==> src/common/exec_pkg.sv <==
package exec_pkg;

    localparam int xlen = 32;
    localparam int reg_idx_w = 5;

    // bit 4 selects the immediate as operand b, bits 3..0 the operation
    localparam int uop_w = 5;
    localparam int uop_imm_bit = 4;

    // exception code, top bit marks a valid code
    localparam int excp_code_w = 7;
    localparam int excp_valid_bit = 6;

    localparam logic [xlen-1:0] inst_nop = 32'h0340_0000;

    // flat EX1/EX2 bundle without the two inst fields
    // 12 words, 2 uops, 6 register indices, exception code, 5 flag bits
    localparam int ex1_ex2_bundle_w = 12 * xlen + 2 * uop_w + 6 * reg_idx_w
                                      + excp_code_w + 5;

    typedef enum logic [3:0] {
        op_add     = 4'd0,
        op_sub     = 4'd1,
        op_and     = 4'd2,
        op_or      = 4'd3,
        op_xor     = 4'd4,
        op_sll     = 4'd5,
        op_srl     = 4'd6,
        op_sra     = 4'd7,
        op_slt     = 4'd8,
        op_sltu    = 4'd9,
        op_mul_w   = 4'd10,
        op_mulh_w  = 4'd11,
        op_mulh_wu = 4'd12
    } uop_op_e;

    function automatic logic is_mul_op(input uop_op_e op);
        return op inside {op_mul_w, op_mulh_w, op_mulh_wu};
    endfunction

endpackage

==> src/ex1_stage/ex1_alu.sv <==
`timescale 1ns/10ps

module ex1_alu (
    input  logic [exec_pkg::uop_w-1:0] uop,
    input  logic [exec_pkg::xlen-1:0]  src_a,
    input  logic [exec_pkg::xlen-1:0]  src_b,
    input  logic [exec_pkg::xlen-1:0]  imm,
    output logic [exec_pkg::xlen-1:0]  result,
    output logic                       result_valid
);
    import exec_pkg::*;

    uop_op_e         op;
    logic [xlen-1:0] opnd_b;
    logic [4:0]      shamt;

    assign op = uop_op_e'(uop[3:0]);

    // immediate forms replace the second register operand
    assign opnd_b = uop[uop_imm_bit] ? imm : src_b;
    assign shamt = opnd_b[4:0];

    always_comb begin
        result_valid = 1'b1;
        case (op)
            op_add:  result = src_a + opnd_b;
            op_sub:  result = src_a - opnd_b;
            op_and:  result = src_a & opnd_b;
            op_or:   result = src_a | opnd_b;
            op_xor:  result = src_a ^ opnd_b;
            op_sll:  result = src_a << shamt;
            op_srl:  result = src_a >> shamt;
            op_sra:  result = $signed(src_a) >>> shamt;
            op_slt:  result = xlen'($signed(src_a) < $signed(opnd_b));
            op_sltu: result = xlen'(src_a < opnd_b);
            default: begin
                // multiplies finish in EX2, unused codes are never valid
                result = src_a + opnd_b;
                result_valid = 1'b0;
            end
        endcase
    end

endmodule

==> src/ex1_stage/ex1_mul_partial.sv <==
`timescale 1ns/10ps

module ex1_mul_partial (
    input  logic [exec_pkg::xlen-1:0] src_a,
    input  logic [exec_pkg::xlen-1:0] src_b,
    output logic [exec_pkg::xlen-1:0] res_hh,
    output logic [exec_pkg::xlen-1:0] res_hl,
    output logic [exec_pkg::xlen-1:0] res_lh,
    output logic [exec_pkg::xlen-1:0] res_ll,
    output logic [exec_pkg::xlen-1:0] compensate
);
    import exec_pkg::*;

    localparam int half = xlen / 2;

    logic [half-1:0] a_hi;
    logic [half-1:0] a_lo;
    logic [half-1:0] b_hi;
    logic [half-1:0] b_lo;

    assign a_hi = src_a[xlen-1:half];
    assign a_lo = src_a[half-1:0];
    assign b_hi = src_b[xlen-1:half];
    assign b_lo = src_b[half-1:0];

    // unsigned 16x16 products, first letter is the half of a
    assign res_hh = a_hi * b_hi;
    assign res_hl = a_hi * b_lo;
    assign res_lh = a_lo * b_hi;
    assign res_ll = a_lo * b_lo;

    // signed high word = unsigned high word minus this
    assign compensate = (src_a[xlen-1] ? src_b : '0) + (src_b[xlen-1] ? src_a : '0);

endmodule

==> src/verilog/ex1_ex2_reg.sv <==
`timescale 1ns/10ps

module ex1_ex2_reg (
    input  logic                                clk,
    input  logic                                arst_n,
    input  logic                                flush_in,
    input  logic                                ex1_readygo,
    input  logic                                ex2_allowin,
    output logic                                ex1_allowin,

    input  logic [exec_pkg::xlen-1:0]           pc0,
    input  logic [exec_pkg::xlen-1:0]           pc1,
    input  logic [exec_pkg::xlen-1:0]           inst0,
    input  logic [exec_pkg::xlen-1:0]           inst1,
    input  logic [exec_pkg::uop_w-1:0]          uop0,
    input  logic [exec_pkg::uop_w-1:0]          uop1,
    input  logic [exec_pkg::xlen-1:0]           imm0,
    input  logic [exec_pkg::xlen-1:0]           imm1,
    input  logic [exec_pkg::reg_idx_w-1:0]      rj0,
    input  logic [exec_pkg::reg_idx_w-1:0]      rj1,
    input  logic [exec_pkg::reg_idx_w-1:0]      rk0,
    input  logic [exec_pkg::reg_idx_w-1:0]      rk1,
    input  logic [exec_pkg::reg_idx_w-1:0]      rd0,
    input  logic [exec_pkg::reg_idx_w-1:0]      rd1,
    input  logic [exec_pkg::xlen-1:0]           alu_result0,
    input  logic [exec_pkg::xlen-1:0]           alu_result1,
    input  logic                                alu_result0_valid,
    input  logic                                alu_result1_valid,
    input  logic                                privileged_0,
    input  logic                                csr_ren_ex1,
    input  logic [exec_pkg::xlen-1:0]           mul_res_hh,
    input  logic [exec_pkg::xlen-1:0]           mul_res_hl,
    input  logic [exec_pkg::xlen-1:0]           mul_res_lh,
    input  logic [exec_pkg::xlen-1:0]           mul_res_ll,
    input  logic [exec_pkg::xlen-1:0]           mul_compensate,
    input  logic                                excp_flag_in,
    input  logic [exec_pkg::excp_code_w-1:0]    exception_in,
    input  logic [exec_pkg::xlen-1:0]           badv_in,
    input  logic [exec_pkg::excp_code_w-1:0]    d_exception,
    input  logic [exec_pkg::xlen-1:0]           d_badv,

    output logic [exec_pkg::xlen-1:0]           ex1_ex2_pc0,
    output logic [exec_pkg::xlen-1:0]           ex1_ex2_pc1,
    output logic [exec_pkg::xlen-1:0]           ex1_ex2_inst0,
    output logic [exec_pkg::xlen-1:0]           ex1_ex2_inst1,
    output logic [exec_pkg::uop_w-1:0]          ex1_ex2_uop0,
    output logic [exec_pkg::uop_w-1:0]          ex1_ex2_uop1,
    output logic [exec_pkg::xlen-1:0]           ex1_ex2_imm0,
    output logic [exec_pkg::xlen-1:0]           ex1_ex2_imm1,
    output logic [exec_pkg::reg_idx_w-1:0]      ex1_ex2_rj0,
    output logic [exec_pkg::reg_idx_w-1:0]      ex1_ex2_rj1,
    output logic [exec_pkg::reg_idx_w-1:0]      ex1_ex2_rk0,
    output logic [exec_pkg::reg_idx_w-1:0]      ex1_ex2_rk1,
    output logic [exec_pkg::reg_idx_w-1:0]      ex1_ex2_rd0,
    output logic [exec_pkg::reg_idx_w-1:0]      ex1_ex2_rd1,
    output logic [exec_pkg::xlen-1:0]           ex1_ex2_alu_result0,
    output logic [exec_pkg::xlen-1:0]           ex1_ex2_alu_result1,
    output logic                                ex1_ex2_alu_result0_valid,
    output logic                                ex1_ex2_alu_result1_valid,
    output logic                                ex1_ex2_privileged_0,
    output logic                                csr_ren_ex2,
    output logic [exec_pkg::xlen-1:0]           ex1_ex2_mul_res_hh,
    output logic [exec_pkg::xlen-1:0]           ex1_ex2_mul_res_hl,
    output logic [exec_pkg::xlen-1:0]           ex1_ex2_mul_res_lh,
    output logic [exec_pkg::xlen-1:0]           ex1_ex2_mul_res_ll,
    output logic [exec_pkg::xlen-1:0]           ex1_ex2_mul_compensate,
    output logic                                ex1_ex2_excp_flag,
    output logic [exec_pkg::excp_code_w-1:0]    ex1_ex2_exception,
    output logic [exec_pkg::xlen-1:0]           ex1_ex2_badv
);
    import exec_pkg::*;

    logic [ex1_ex2_bundle_w-1:0] bundle_d;
    logic [ex1_ex2_bundle_w-1:0] bundle_q;
    logic                        excp_flag_d;
    logic [excp_code_w-1:0]      exception_d;
    logic [xlen-1:0]             badv_d;
    logic                        load_bubble;

    assign ex1_allowin = ex2_allowin;

    // flush wins over accept, an empty EX1 slot becomes a bubble
    assign load_bubble = flush_in | (ex2_allowin & ~ex1_readygo);

    // earlier-stage exception has priority over the decode one
    assign excp_flag_d = excp_flag_in | d_exception[excp_valid_bit];
    assign exception_d = excp_flag_in ? exception_in : d_exception;
    assign badv_d = excp_flag_in ? badv_in : d_badv;

    assign bundle_d = {pc0, pc1, uop0, uop1, imm0, imm1, rj0, rj1, rk0, rk1, rd0, rd1,
                       alu_result0, alu_result1, alu_result0_valid, alu_result1_valid,
                       privileged_0, csr_ren_ex1,
                       mul_res_hh, mul_res_hl, mul_res_lh, mul_res_ll, mul_compensate,
                       excp_flag_d, exception_d, badv_d};

    always_ff @(posedge clk or negedge arst_n) begin
        if (!arst_n) begin
            bundle_q <= '0;
            ex1_ex2_inst0 <= inst_nop;
            ex1_ex2_inst1 <= inst_nop;
        end else if (load_bubble) begin
            bundle_q <= '0;
            ex1_ex2_inst0 <= inst_nop;
            ex1_ex2_inst1 <= inst_nop;
        end else if (ex2_allowin) begin
            bundle_q <= bundle_d;
            ex1_ex2_inst0 <= inst0;
            ex1_ex2_inst1 <= inst1;
        end
    end

    assign {ex1_ex2_pc0, ex1_ex2_pc1, ex1_ex2_uop0, ex1_ex2_uop1,
            ex1_ex2_imm0, ex1_ex2_imm1, ex1_ex2_rj0, ex1_ex2_rj1,
            ex1_ex2_rk0, ex1_ex2_rk1, ex1_ex2_rd0, ex1_ex2_rd1,
            ex1_ex2_alu_result0, ex1_ex2_alu_result1,
            ex1_ex2_alu_result0_valid, ex1_ex2_alu_result1_valid,
            ex1_ex2_privileged_0, csr_ren_ex2,
            ex1_ex2_mul_res_hh, ex1_ex2_mul_res_hl, ex1_ex2_mul_res_lh,
            ex1_ex2_mul_res_ll, ex1_ex2_mul_compensate,
            ex1_ex2_excp_flag, ex1_ex2_exception, ex1_ex2_badv} = bundle_q;

endmodule

==> src/verilog/ex2_mul_merge.sv <==
`timescale 1ns/10ps

module ex2_mul_merge (
    input  logic [exec_pkg::uop_w-1:0] uop0,
    input  logic [exec_pkg::uop_w-1:0] uop1,
    input  logic [exec_pkg::xlen-1:0]  data_0,
    input  logic [exec_pkg::xlen-1:0]  data_1,
    input  logic                       data_0_valid,
    input  logic                       data_1_valid,
    input  logic [exec_pkg::xlen-1:0]  res_hh,
    input  logic [exec_pkg::xlen-1:0]  res_hl,
    input  logic [exec_pkg::xlen-1:0]  res_lh,
    input  logic [exec_pkg::xlen-1:0]  res_ll,
    input  logic [exec_pkg::xlen-1:0]  compensate,
    output logic [exec_pkg::xlen-1:0]  res0,
    output logic                       res0_valid,
    output logic [exec_pkg::xlen-1:0]  res1,
    output logic                       res1_valid
);
    import exec_pkg::*;

    logic [2*xlen-1:0] product;
    uop_op_e           op0;

    assign op0 = uop_op_e'(uop0[3:0]);

    // cross terms sit 16 bits up
    assign product = {res_hh, res_ll}
                   + {16'b0, res_hl, 16'b0}
                   + {16'b0, res_lh, 16'b0};

    always_comb begin
        res0_valid = 1'b1;
        case (op0)
            op_mul_w:   res0 = product[xlen-1:0];
            op_mulh_wu: res0 = product[2*xlen-1:xlen];
            op_mulh_w:  res0 = product[2*xlen-1:xlen] - compensate;
            default: begin
                res0 = data_0;
                res0_valid = data_0_valid;
            end
        endcase
    end

    // lane 1 has no multiplier
    assign res1 = data_1;
    assign res1_valid = data_1_valid;

endmodule

==> src/verilog/exec_pipe_top.sv <==
`timescale 1ns/10ps

module exec_pipe_top (
    input  logic                             clk,
    input  logic                             arst_n,
    input  logic                             flush_in,
    input  logic                             ex1_readygo,
    input  logic                             ex2_allowin,
    output logic                             ex1_allowin,

    input  logic [exec_pkg::xlen-1:0]        ex1_pc0,
    input  logic [exec_pkg::xlen-1:0]        ex1_pc1,
    input  logic [exec_pkg::xlen-1:0]        ex1_inst0,
    input  logic [exec_pkg::xlen-1:0]        ex1_inst1,
    input  logic [exec_pkg::uop_w-1:0]       ex1_uop0,
    input  logic [exec_pkg::uop_w-1:0]       ex1_uop1,
    input  logic [exec_pkg::xlen-1:0]        ex1_imm0,
    input  logic [exec_pkg::xlen-1:0]        ex1_imm1,
    input  logic [exec_pkg::reg_idx_w-1:0]   ex1_rj0,
    input  logic [exec_pkg::reg_idx_w-1:0]   ex1_rj1,
    input  logic [exec_pkg::reg_idx_w-1:0]   ex1_rk0,
    input  logic [exec_pkg::reg_idx_w-1:0]   ex1_rk1,
    input  logic [exec_pkg::reg_idx_w-1:0]   ex1_rd0,
    input  logic [exec_pkg::reg_idx_w-1:0]   ex1_rd1,
    input  logic [exec_pkg::xlen-1:0]        src_a0,
    input  logic [exec_pkg::xlen-1:0]        src_b0,
    input  logic [exec_pkg::xlen-1:0]        src_a1,
    input  logic [exec_pkg::xlen-1:0]        src_b1,
    input  logic                             privileged_0,
    input  logic                             csr_ren,
    input  logic                             excp_flag_in,
    input  logic [exec_pkg::excp_code_w-1:0] exception_in,
    input  logic [exec_pkg::xlen-1:0]        badv_in,
    input  logic [exec_pkg::excp_code_w-1:0] d_exception,
    input  logic [exec_pkg::xlen-1:0]        d_badv,

    output logic [exec_pkg::xlen-1:0]        pc0,
    output logic [exec_pkg::xlen-1:0]        pc1,
    output logic [exec_pkg::xlen-1:0]        inst0,
    output logic [exec_pkg::xlen-1:0]        inst1,
    output logic [exec_pkg::reg_idx_w-1:0]   rd0,
    output logic [exec_pkg::reg_idx_w-1:0]   rd1,
    output logic [exec_pkg::reg_idx_w-1:0]   rj0,
    output logic [exec_pkg::reg_idx_w-1:0]   rj1,
    output logic [exec_pkg::reg_idx_w-1:0]   rk0,
    output logic [exec_pkg::reg_idx_w-1:0]   rk1,
    output logic [exec_pkg::xlen-1:0]        imm0,
    output logic [exec_pkg::xlen-1:0]        imm1,
    output logic [exec_pkg::xlen-1:0]        res0,
    output logic                             res0_valid,
    output logic [exec_pkg::xlen-1:0]        res1,
    output logic                             res1_valid,
    output logic                             privileged,
    output logic                             csr_ren_ex2,
    output logic                             excp_flag,
    output logic [exec_pkg::excp_code_w-1:0] exception,
    output logic [exec_pkg::xlen-1:0]        badv
);
    import exec_pkg::*;

    // EX1 results
    logic [xlen-1:0]  alu_result0;
    logic [xlen-1:0]  alu_result1;
    logic             alu_result0_valid;
    logic             alu_result1_valid;
    logic [xlen-1:0]  mul_hh;
    logic [xlen-1:0]  mul_hl;
    logic [xlen-1:0]  mul_lh;
    logic [xlen-1:0]  mul_ll;
    logic [xlen-1:0]  mul_comp;

    // registered bundle feeding EX2
    logic [uop_w-1:0] ex2_uop0;
    logic [uop_w-1:0] ex2_uop1;
    logic [xlen-1:0]  ex2_data0;
    logic [xlen-1:0]  ex2_data1;
    logic             ex2_data0_valid;
    logic             ex2_data1_valid;
    logic [xlen-1:0]  ex2_hh;
    logic [xlen-1:0]  ex2_hl;
    logic [xlen-1:0]  ex2_lh;
    logic [xlen-1:0]  ex2_ll;
    logic [xlen-1:0]  ex2_comp;

    ex1_alu ex1_alu0_inst (
        .uop          (ex1_uop0),
        .src_a        (src_a0),
        .src_b        (src_b0),
        .imm          (ex1_imm0),
        .result       (alu_result0),
        .result_valid (alu_result0_valid)
    );

    ex1_alu ex1_alu1_inst (
        .uop          (ex1_uop1),
        .src_a        (src_a1),
        .src_b        (src_b1),
        .imm          (ex1_imm1),
        .result       (alu_result1),
        .result_valid (alu_result1_valid)
    );

    // multiplier only on lane 0
    ex1_mul_partial ex1_mul_partial_inst (
        .src_a      (src_a0),
        .src_b      (src_b0),
        .res_hh     (mul_hh),
        .res_hl     (mul_hl),
        .res_lh     (mul_lh),
        .res_ll     (mul_ll),
        .compensate (mul_comp)
    );

    ex1_ex2_reg ex1_ex2_reg_inst (
        .clk                       (clk),
        .arst_n                    (arst_n),
        .flush_in                  (flush_in),
        .ex1_readygo               (ex1_readygo),
        .ex2_allowin               (ex2_allowin),
        .ex1_allowin               (ex1_allowin),
        .pc0                       (ex1_pc0),
        .pc1                       (ex1_pc1),
        .inst0                     (ex1_inst0),
        .inst1                     (ex1_inst1),
        .uop0                      (ex1_uop0),
        .uop1                      (ex1_uop1),
        .imm0                      (ex1_imm0),
        .imm1                      (ex1_imm1),
        .rj0                       (ex1_rj0),
        .rj1                       (ex1_rj1),
        .rk0                       (ex1_rk0),
        .rk1                       (ex1_rk1),
        .rd0                       (ex1_rd0),
        .rd1                       (ex1_rd1),
        .alu_result0               (alu_result0),
        .alu_result1               (alu_result1),
        .alu_result0_valid         (alu_result0_valid),
        .alu_result1_valid         (alu_result1_valid),
        .privileged_0              (privileged_0),
        .csr_ren_ex1               (csr_ren),
        .mul_res_hh                (mul_hh),
        .mul_res_hl                (mul_hl),
        .mul_res_lh                (mul_lh),
        .mul_res_ll                (mul_ll),
        .mul_compensate            (mul_comp),
        .excp_flag_in              (excp_flag_in),
        .exception_in              (exception_in),
        .badv_in                   (badv_in),
        .d_exception               (d_exception),
        .d_badv                    (d_badv),
        .ex1_ex2_pc0               (pc0),
        .ex1_ex2_pc1               (pc1),
        .ex1_ex2_inst0             (inst0),
        .ex1_ex2_inst1             (inst1),
        .ex1_ex2_uop0              (ex2_uop0),
        .ex1_ex2_uop1              (ex2_uop1),
        .ex1_ex2_imm0              (imm0),
        .ex1_ex2_imm1              (imm1),
        .ex1_ex2_rj0               (rj0),
        .ex1_ex2_rj1               (rj1),
        .ex1_ex2_rk0               (rk0),
        .ex1_ex2_rk1               (rk1),
        .ex1_ex2_rd0               (rd0),
        .ex1_ex2_rd1               (rd1),
        .ex1_ex2_alu_result0       (ex2_data0),
        .ex1_ex2_alu_result1       (ex2_data1),
        .ex1_ex2_alu_result0_valid (ex2_data0_valid),
        .ex1_ex2_alu_result1_valid (ex2_data1_valid),
        .ex1_ex2_privileged_0      (privileged),
        .csr_ren_ex2               (csr_ren_ex2),
        .ex1_ex2_mul_res_hh        (ex2_hh),
        .ex1_ex2_mul_res_hl        (ex2_hl),
        .ex1_ex2_mul_res_lh        (ex2_lh),
        .ex1_ex2_mul_res_ll        (ex2_ll),
        .ex1_ex2_mul_compensate    (ex2_comp),
        .ex1_ex2_excp_flag         (excp_flag),
        .ex1_ex2_exception         (exception),
        .ex1_ex2_badv              (badv)
    );

    ex2_mul_merge ex2_mul_merge_inst (
        .uop0         (ex2_uop0),
        .uop1         (ex2_uop1),
        .data_0       (ex2_data0),
        .data_1       (ex2_data1),
        .data_0_valid (ex2_data0_valid),
        .data_1_valid (ex2_data1_valid),
        .res_hh       (ex2_hh),
        .res_hl       (ex2_hl),
        .res_lh       (ex2_lh),
        .res_ll       (ex2_ll),
        .compensate   (ex2_comp),
        .res0         (res0),
        .res0_valid   (res0_valid),
        .res1         (res1),
        .res1_valid   (res1_valid)
    );

endmodule
==> config.mk <==
export PLATFORM = sky130hd
export DESIGN_NAME = exec_pipe_top
export DESIGN_NICKNAME = d
export VERILOG_FILES = /design/src/common/exec_pkg.sv /design/src/ex1_stage/ex1_alu.sv /design/src/ex1_stage/ex1_mul_partial.sv /design/src/verilog/ex1_ex2_reg.sv /design/src/verilog/ex2_mul_merge.sv /design/src/verilog/exec_pipe_top.sv
export SDC_FILE = /design/constraint.sdc
export NUM_CORES = 2
export LEC_CHECK = 0
export BUFFER_PORTS_ARGS = -buffer_cell sky130_fd_sc_hd__buf_2
export CORE_ASPECT_RATIO = 1.4
export CORE_MARGIN = 3
export CORE_UTILIZATION = 50
export DETAILED_ROUTE_END_ITERATION = 7
export HOLD_SLACK_MARGIN = 0.08
export PLACE_DENSITY = 0.79
export SYNTH_ARGS = -nofsm -noshare
export SYNTH_HDL_FRONTEND = slang
export SYNTH_SLANG_ARGS = --single-unit
export TNS_END_PERCENT = 20
==> constraint.sdc <==
create_clock -name clk -period 8.12 [get_ports clk]
set_clock_uncertainty 0.2 [all_clocks]
set_input_delay 0.812 -clock clk [delete_from_list [all_inputs] [get_ports clk]]
set_output_delay 0.812 -clock clk [all_outputs]
set_load 0.01 [all_outputs]
==> impl_table.tex <==
\begin{tabular}{lr}
\hline
Metric & Value \\
\hline
\multicolumn{2}{l}{\textbf{Yosys}} \\
Combinational family with the most area after synthesis & adder cells \\
Synth area leader & fa\_1 \\
Top FF cell, synth & dfrtp\_1 \\
Synthesized-area fraction occupied by xor and xnor cells & just under 3\% \\
Simple-Gate Fraction of Synth Area & between 10\% and 20\% \\
Post-Synth Adder-Cell Area & between 30 and 40\% \\
Synth Cell Area & 0.0772 mm² \\
Flip-flop and latch count after synthesis & $\sim$490 \\
Mux share of post-synthesis cell area & under 10\% \\
Compound-gate portion of the synthesized area & between 10\% and 20\% \\
Number of nets in the synthesized netlist & approximately 11k \\
Most numerous cell in the Yosys netlist & inv\_1 \\
Top cells by instance count after synthesis & inv\_1, nand2\_1, fa\_1, ha\_1, and2\_1 \\
Mean cell area of the mapped netlist & approximately 8.6 µm² \\
Part of the Yosys area used for sequential elements & approximately 16\% \\
Total of warnings raised by yosys & 0 \\
Distinct cells, synth & 94 \\
Synthesized instance count & about 9k \\
Synth top area cells & fa\_1, dfrtp\_1, ha\_1 \\
Synth async-reset ratio & 100\% \\
Area fraction of the dominant cell type after synthesis & approximately a fifth \\
Count of flip-flops with a built-in enable after synthesis & 0 \\
\multicolumn{2}{l}{\textbf{Timing}} \\
Fin crit share & between 90\% and 100\% \\
Final critical delay including setup and external delays & between 7000 and 8000 ps \\
Max frequency & approximately 130 MHz \\
Final Hold Vio Count & 0 \\
Worst-case headroom to the max-slew limit & -4.56\% \\
Fin worst setup slack & 145 ps \\
Number of endpoints failing setup at the final stage & 0 \\
Slew at the pin with the worst max-slew slack & 1570 ps \\
Final hold slack & 82.6 ps \\
Number of slew-limit violations in the final report & 4 \\
\multicolumn{2}{l}{\textbf{Setup path}} \\
Critical path arrival & 6960 ps \\
Crit path capture type & output port \\
Endpoint required time on the critical path & around 7100 ps \\
Highest fanout seen on the critical path & 5 \\
Element type at the critical path start & register \\
Kind of critical path & register to output port \\
\multicolumn{2}{l}{\textbf{Floorplan}} \\
Total number of placement rows & 169 \\
Floorplan die height & around 470 µm \\
Placeable core region & around 0.15 mm² \\
Top-level I/O count & slightly below 800 \\
Initial core utilization & about half \\
Die outline width & about 340 µm \\
Die ar. & about 0.16 mm² \\
\multicolumn{2}{l}{\textbf{Layout}} \\
Finished Layout Cells & 11.5k \\
Share of cells above drive strength 1 & $\sim$14\% \\
Post-layout net count & around 11k \\
Seq. cell area & 0.0124 mm² \\
Relative area change from synthesis to final layout & 9.54\% \\
Final-layout fill cell count & around 14k \\
Multi-input combinational cell area & 0.0568 mm² \\
\multicolumn{2}{l}{\textbf{Global routing}} \\
Antenna violations before repair & just over 90 \\
Maximum number of pins on one net before global-route repair & about 200 \\
GRT Resource Usage Total & 49.1\% \\
First-pass GRT wire length & between 500 and 600 mm \\
Global-route congestion overflow total & 0 \\
Vias in the first global route & 74.7k \\
\multicolumn{2}{l}{\textbf{Clock network}} \\
Clock insertion delay at the later pin of the skew report & about 700 ps \\
Library cell used as clock root buffer & clkbuf\_16 \\
Num CTS Buffers & 58 \\
Clk sink count & 494 \\
Clk slew on worst S/H paths & 80 ps \\
H-Tree Depth & 2 \\
TritonCTS clock tree & built \\
Maximum buffer depth of the clock tree & 3 \\
\multicolumn{2}{l}{\textbf{Routing}} \\
Final wirelength & 394 mm \\
Number of nets with antenna violations after routing & 0 \\
Length of the first detailed-routing pass in iterations & 6 \\
Total via count in the routed design & around 74k \\
Violation count after the first detailed-route iteration & roughly 7.9k \\
Number of vias per cell after detailed routing & approximately 6.4 \\
Number of remaining DRC errors & 0 \\
WL per Instance & between 30 and 40 µm \\
\multicolumn{2}{l}{\textbf{Placement}} \\
Post-place setup slack & about 300 ps \\
Half-perimeter wire length after detailed placement & approximately 310 mm \\
Final weighted congestion in routability-driven placement & about 1.1 \\
Cell count after placement & 11.3k \\
Number of port buffers & approximately 780 \\
\multicolumn{2}{l}{\textbf{Power}} \\
Cell area power density & 371 mW/mm² \\
Leakage power figure & about 43 nW \\
VDD IR max & $\sim$0.83 mV \\
\multicolumn{2}{l}{\textbf{Worst hold path}} \\
Worst min-delay path category & primary input to register \\
\multicolumn{2}{l}{\textbf{Run status}} \\
Outcome & finished, violations left \\
Violated checks & capacitance limit, slew limit \\
\multicolumn{2}{l}{\textbf{Job}} \\
Count of max-cap constraint violations & 2 \\
\hline
\end{tabular}
[cell usage in the layout (no fill, tap or decap), drive strengths merged, types with 25 or more instances in the layout]
cell type	netlist	final
and3	37	37
o31ai	39	39
xnor2	166	166
nand2	1011	1011
nor3	109	109
a22o	267	267
a31oi	50	50
diode	0	57
mux2i	316	316
clkbuf	495	74
buf	320	1043
o21ai	479	479
o221ai	31	31
inv	1153	1161
nand4	34	34
mux4	44	44
o22ai	47	47
a221oi	46	46
nand3	76	76
o211ai	67	67
o21a	42	42
nor2	385	385
a21oi	436	436
ha	703	703
a221o	29	29
or3	36	36
fa	815	815
and2	536	536
o21bai	54	54
a211oi	73	73
nor2b	31	31
nand2b	46	46
xor2	94	94
a21o	127	127
o2111ai	25	25
dfrtp	488	488
[sequential cells by signal, indices dropped and copies added (netlist names)]
name                            count
ex1_ex2_reg_inst.bundle_q         430
ex1_ex2_reg_inst.ex1_ex2_inst0     32
ex1_ex2_reg_inst.ex1_ex2_inst1     32
[cell families after synthesis]
family | Yosys count
adder cells (fa/ha/maj) | 1518
AND/OR/NAND/NOR | 2381
XOR/XNOR | 261
buffers and inverters | 1969
AO/OA/AOI/OAI | 2012
multiplexers | 363
flip-flops | 494
[final timing paths]
check	endpoint	slack, ps	cells past startpoint	start
max	res0[26]	140	23	ex1_ex2_reg_inst.bundle_q[161]
max reg2reg	ex1_ex2_reg_inst.bundle_q[264]	5720	5	ex1_ex2_reg_inst.bundle_q[264]
min	ex1_ex2_reg_inst.bundle_q[311]	80	2	ex1_imm1[13]
max in group asynchronous	ex1_ex2_reg_inst.bundle_q[266]	5270	4	arst_n
min reg2reg	ex1_ex2_reg_inst.bundle_q[16]	280	2	ex1_ex2_reg_inst.bundle_q[16]
min in group asynchronous	ex1_ex2_reg_inst.bundle_q[37]	430	2	arst_n
[worst max-delay path: stages, from the launching register on]
cell and delay (ps):
dfrtp_1 530, fa_1 520, ha_1 450, a21o_1 230, a21o_1 210, a311o_1 350, a221o_1 380, a22oi_2 250
a31oi_4 210, buf_4 210, xor2_2 250, ha_1 340, nand3_1 140, a21oi_1 70, o21ai_1 200, nand2b_1 110
a2111o_1 420, o21ai_2 160, buf_4 170, o31ai_4 80, xnor2_1 150, a222oi_1 360, nand2_2 210, buf_2 200
[through the flow]
stage                     utilization, %  total power, mW  setup TNS [ps]  area, µm²
after floorplan                        -             17.9               0      77200
after global placement              53.6             26.9               0      81800
after detailed placement            53.6             27.2               0      81800
after CTS                           55.2             30.4           -15.4      84100
after global routing                55.4             33.6            -256      84500
final                               55.4             31.4               0      84500
[layer usage]
layer / GRT usage, % / routed length (µm) / vias to the layer above
met5: 0.524 / 456 / -
met4: 57.8 / 60400 / 56
met3: 16.2 / 40600 / 1977
met2: 74.9 / 173000 / 4719
met1: 48.7 / 120000 / 36500
li1: - / - / 30600
[area by class of cell]
type | instances | area share (%)
clock buffers | 74 | 1.93
well taps | 2052 | 3.04
clock inverters | 35 | 0.573
repair buffers | 1059 | 7.33
multi-input cells | 6535 | 67.2
flip-flops and latches | 494 | 14.6
inverters | 1154 | 5.13
diodes | 57 | 0.169
[report_power, final]
part,switching (mW),internal (mW)
combinational,16.0,9.34
clock,1.35,1.70
sequential,0.313,2.68
total,17.6,13.7
[repair_timing]
item                                    4_1_cts  5_1_grt
endpoints found under the hold margin        81        1
pin swaps                                     3       15
gates resized for setup                      19       31
setup buffers                                 1        5
endpoints found under the setup margin        8       15
hold buffers                                 15        1
Note: power is estimated with default switching activity, not from simulation.
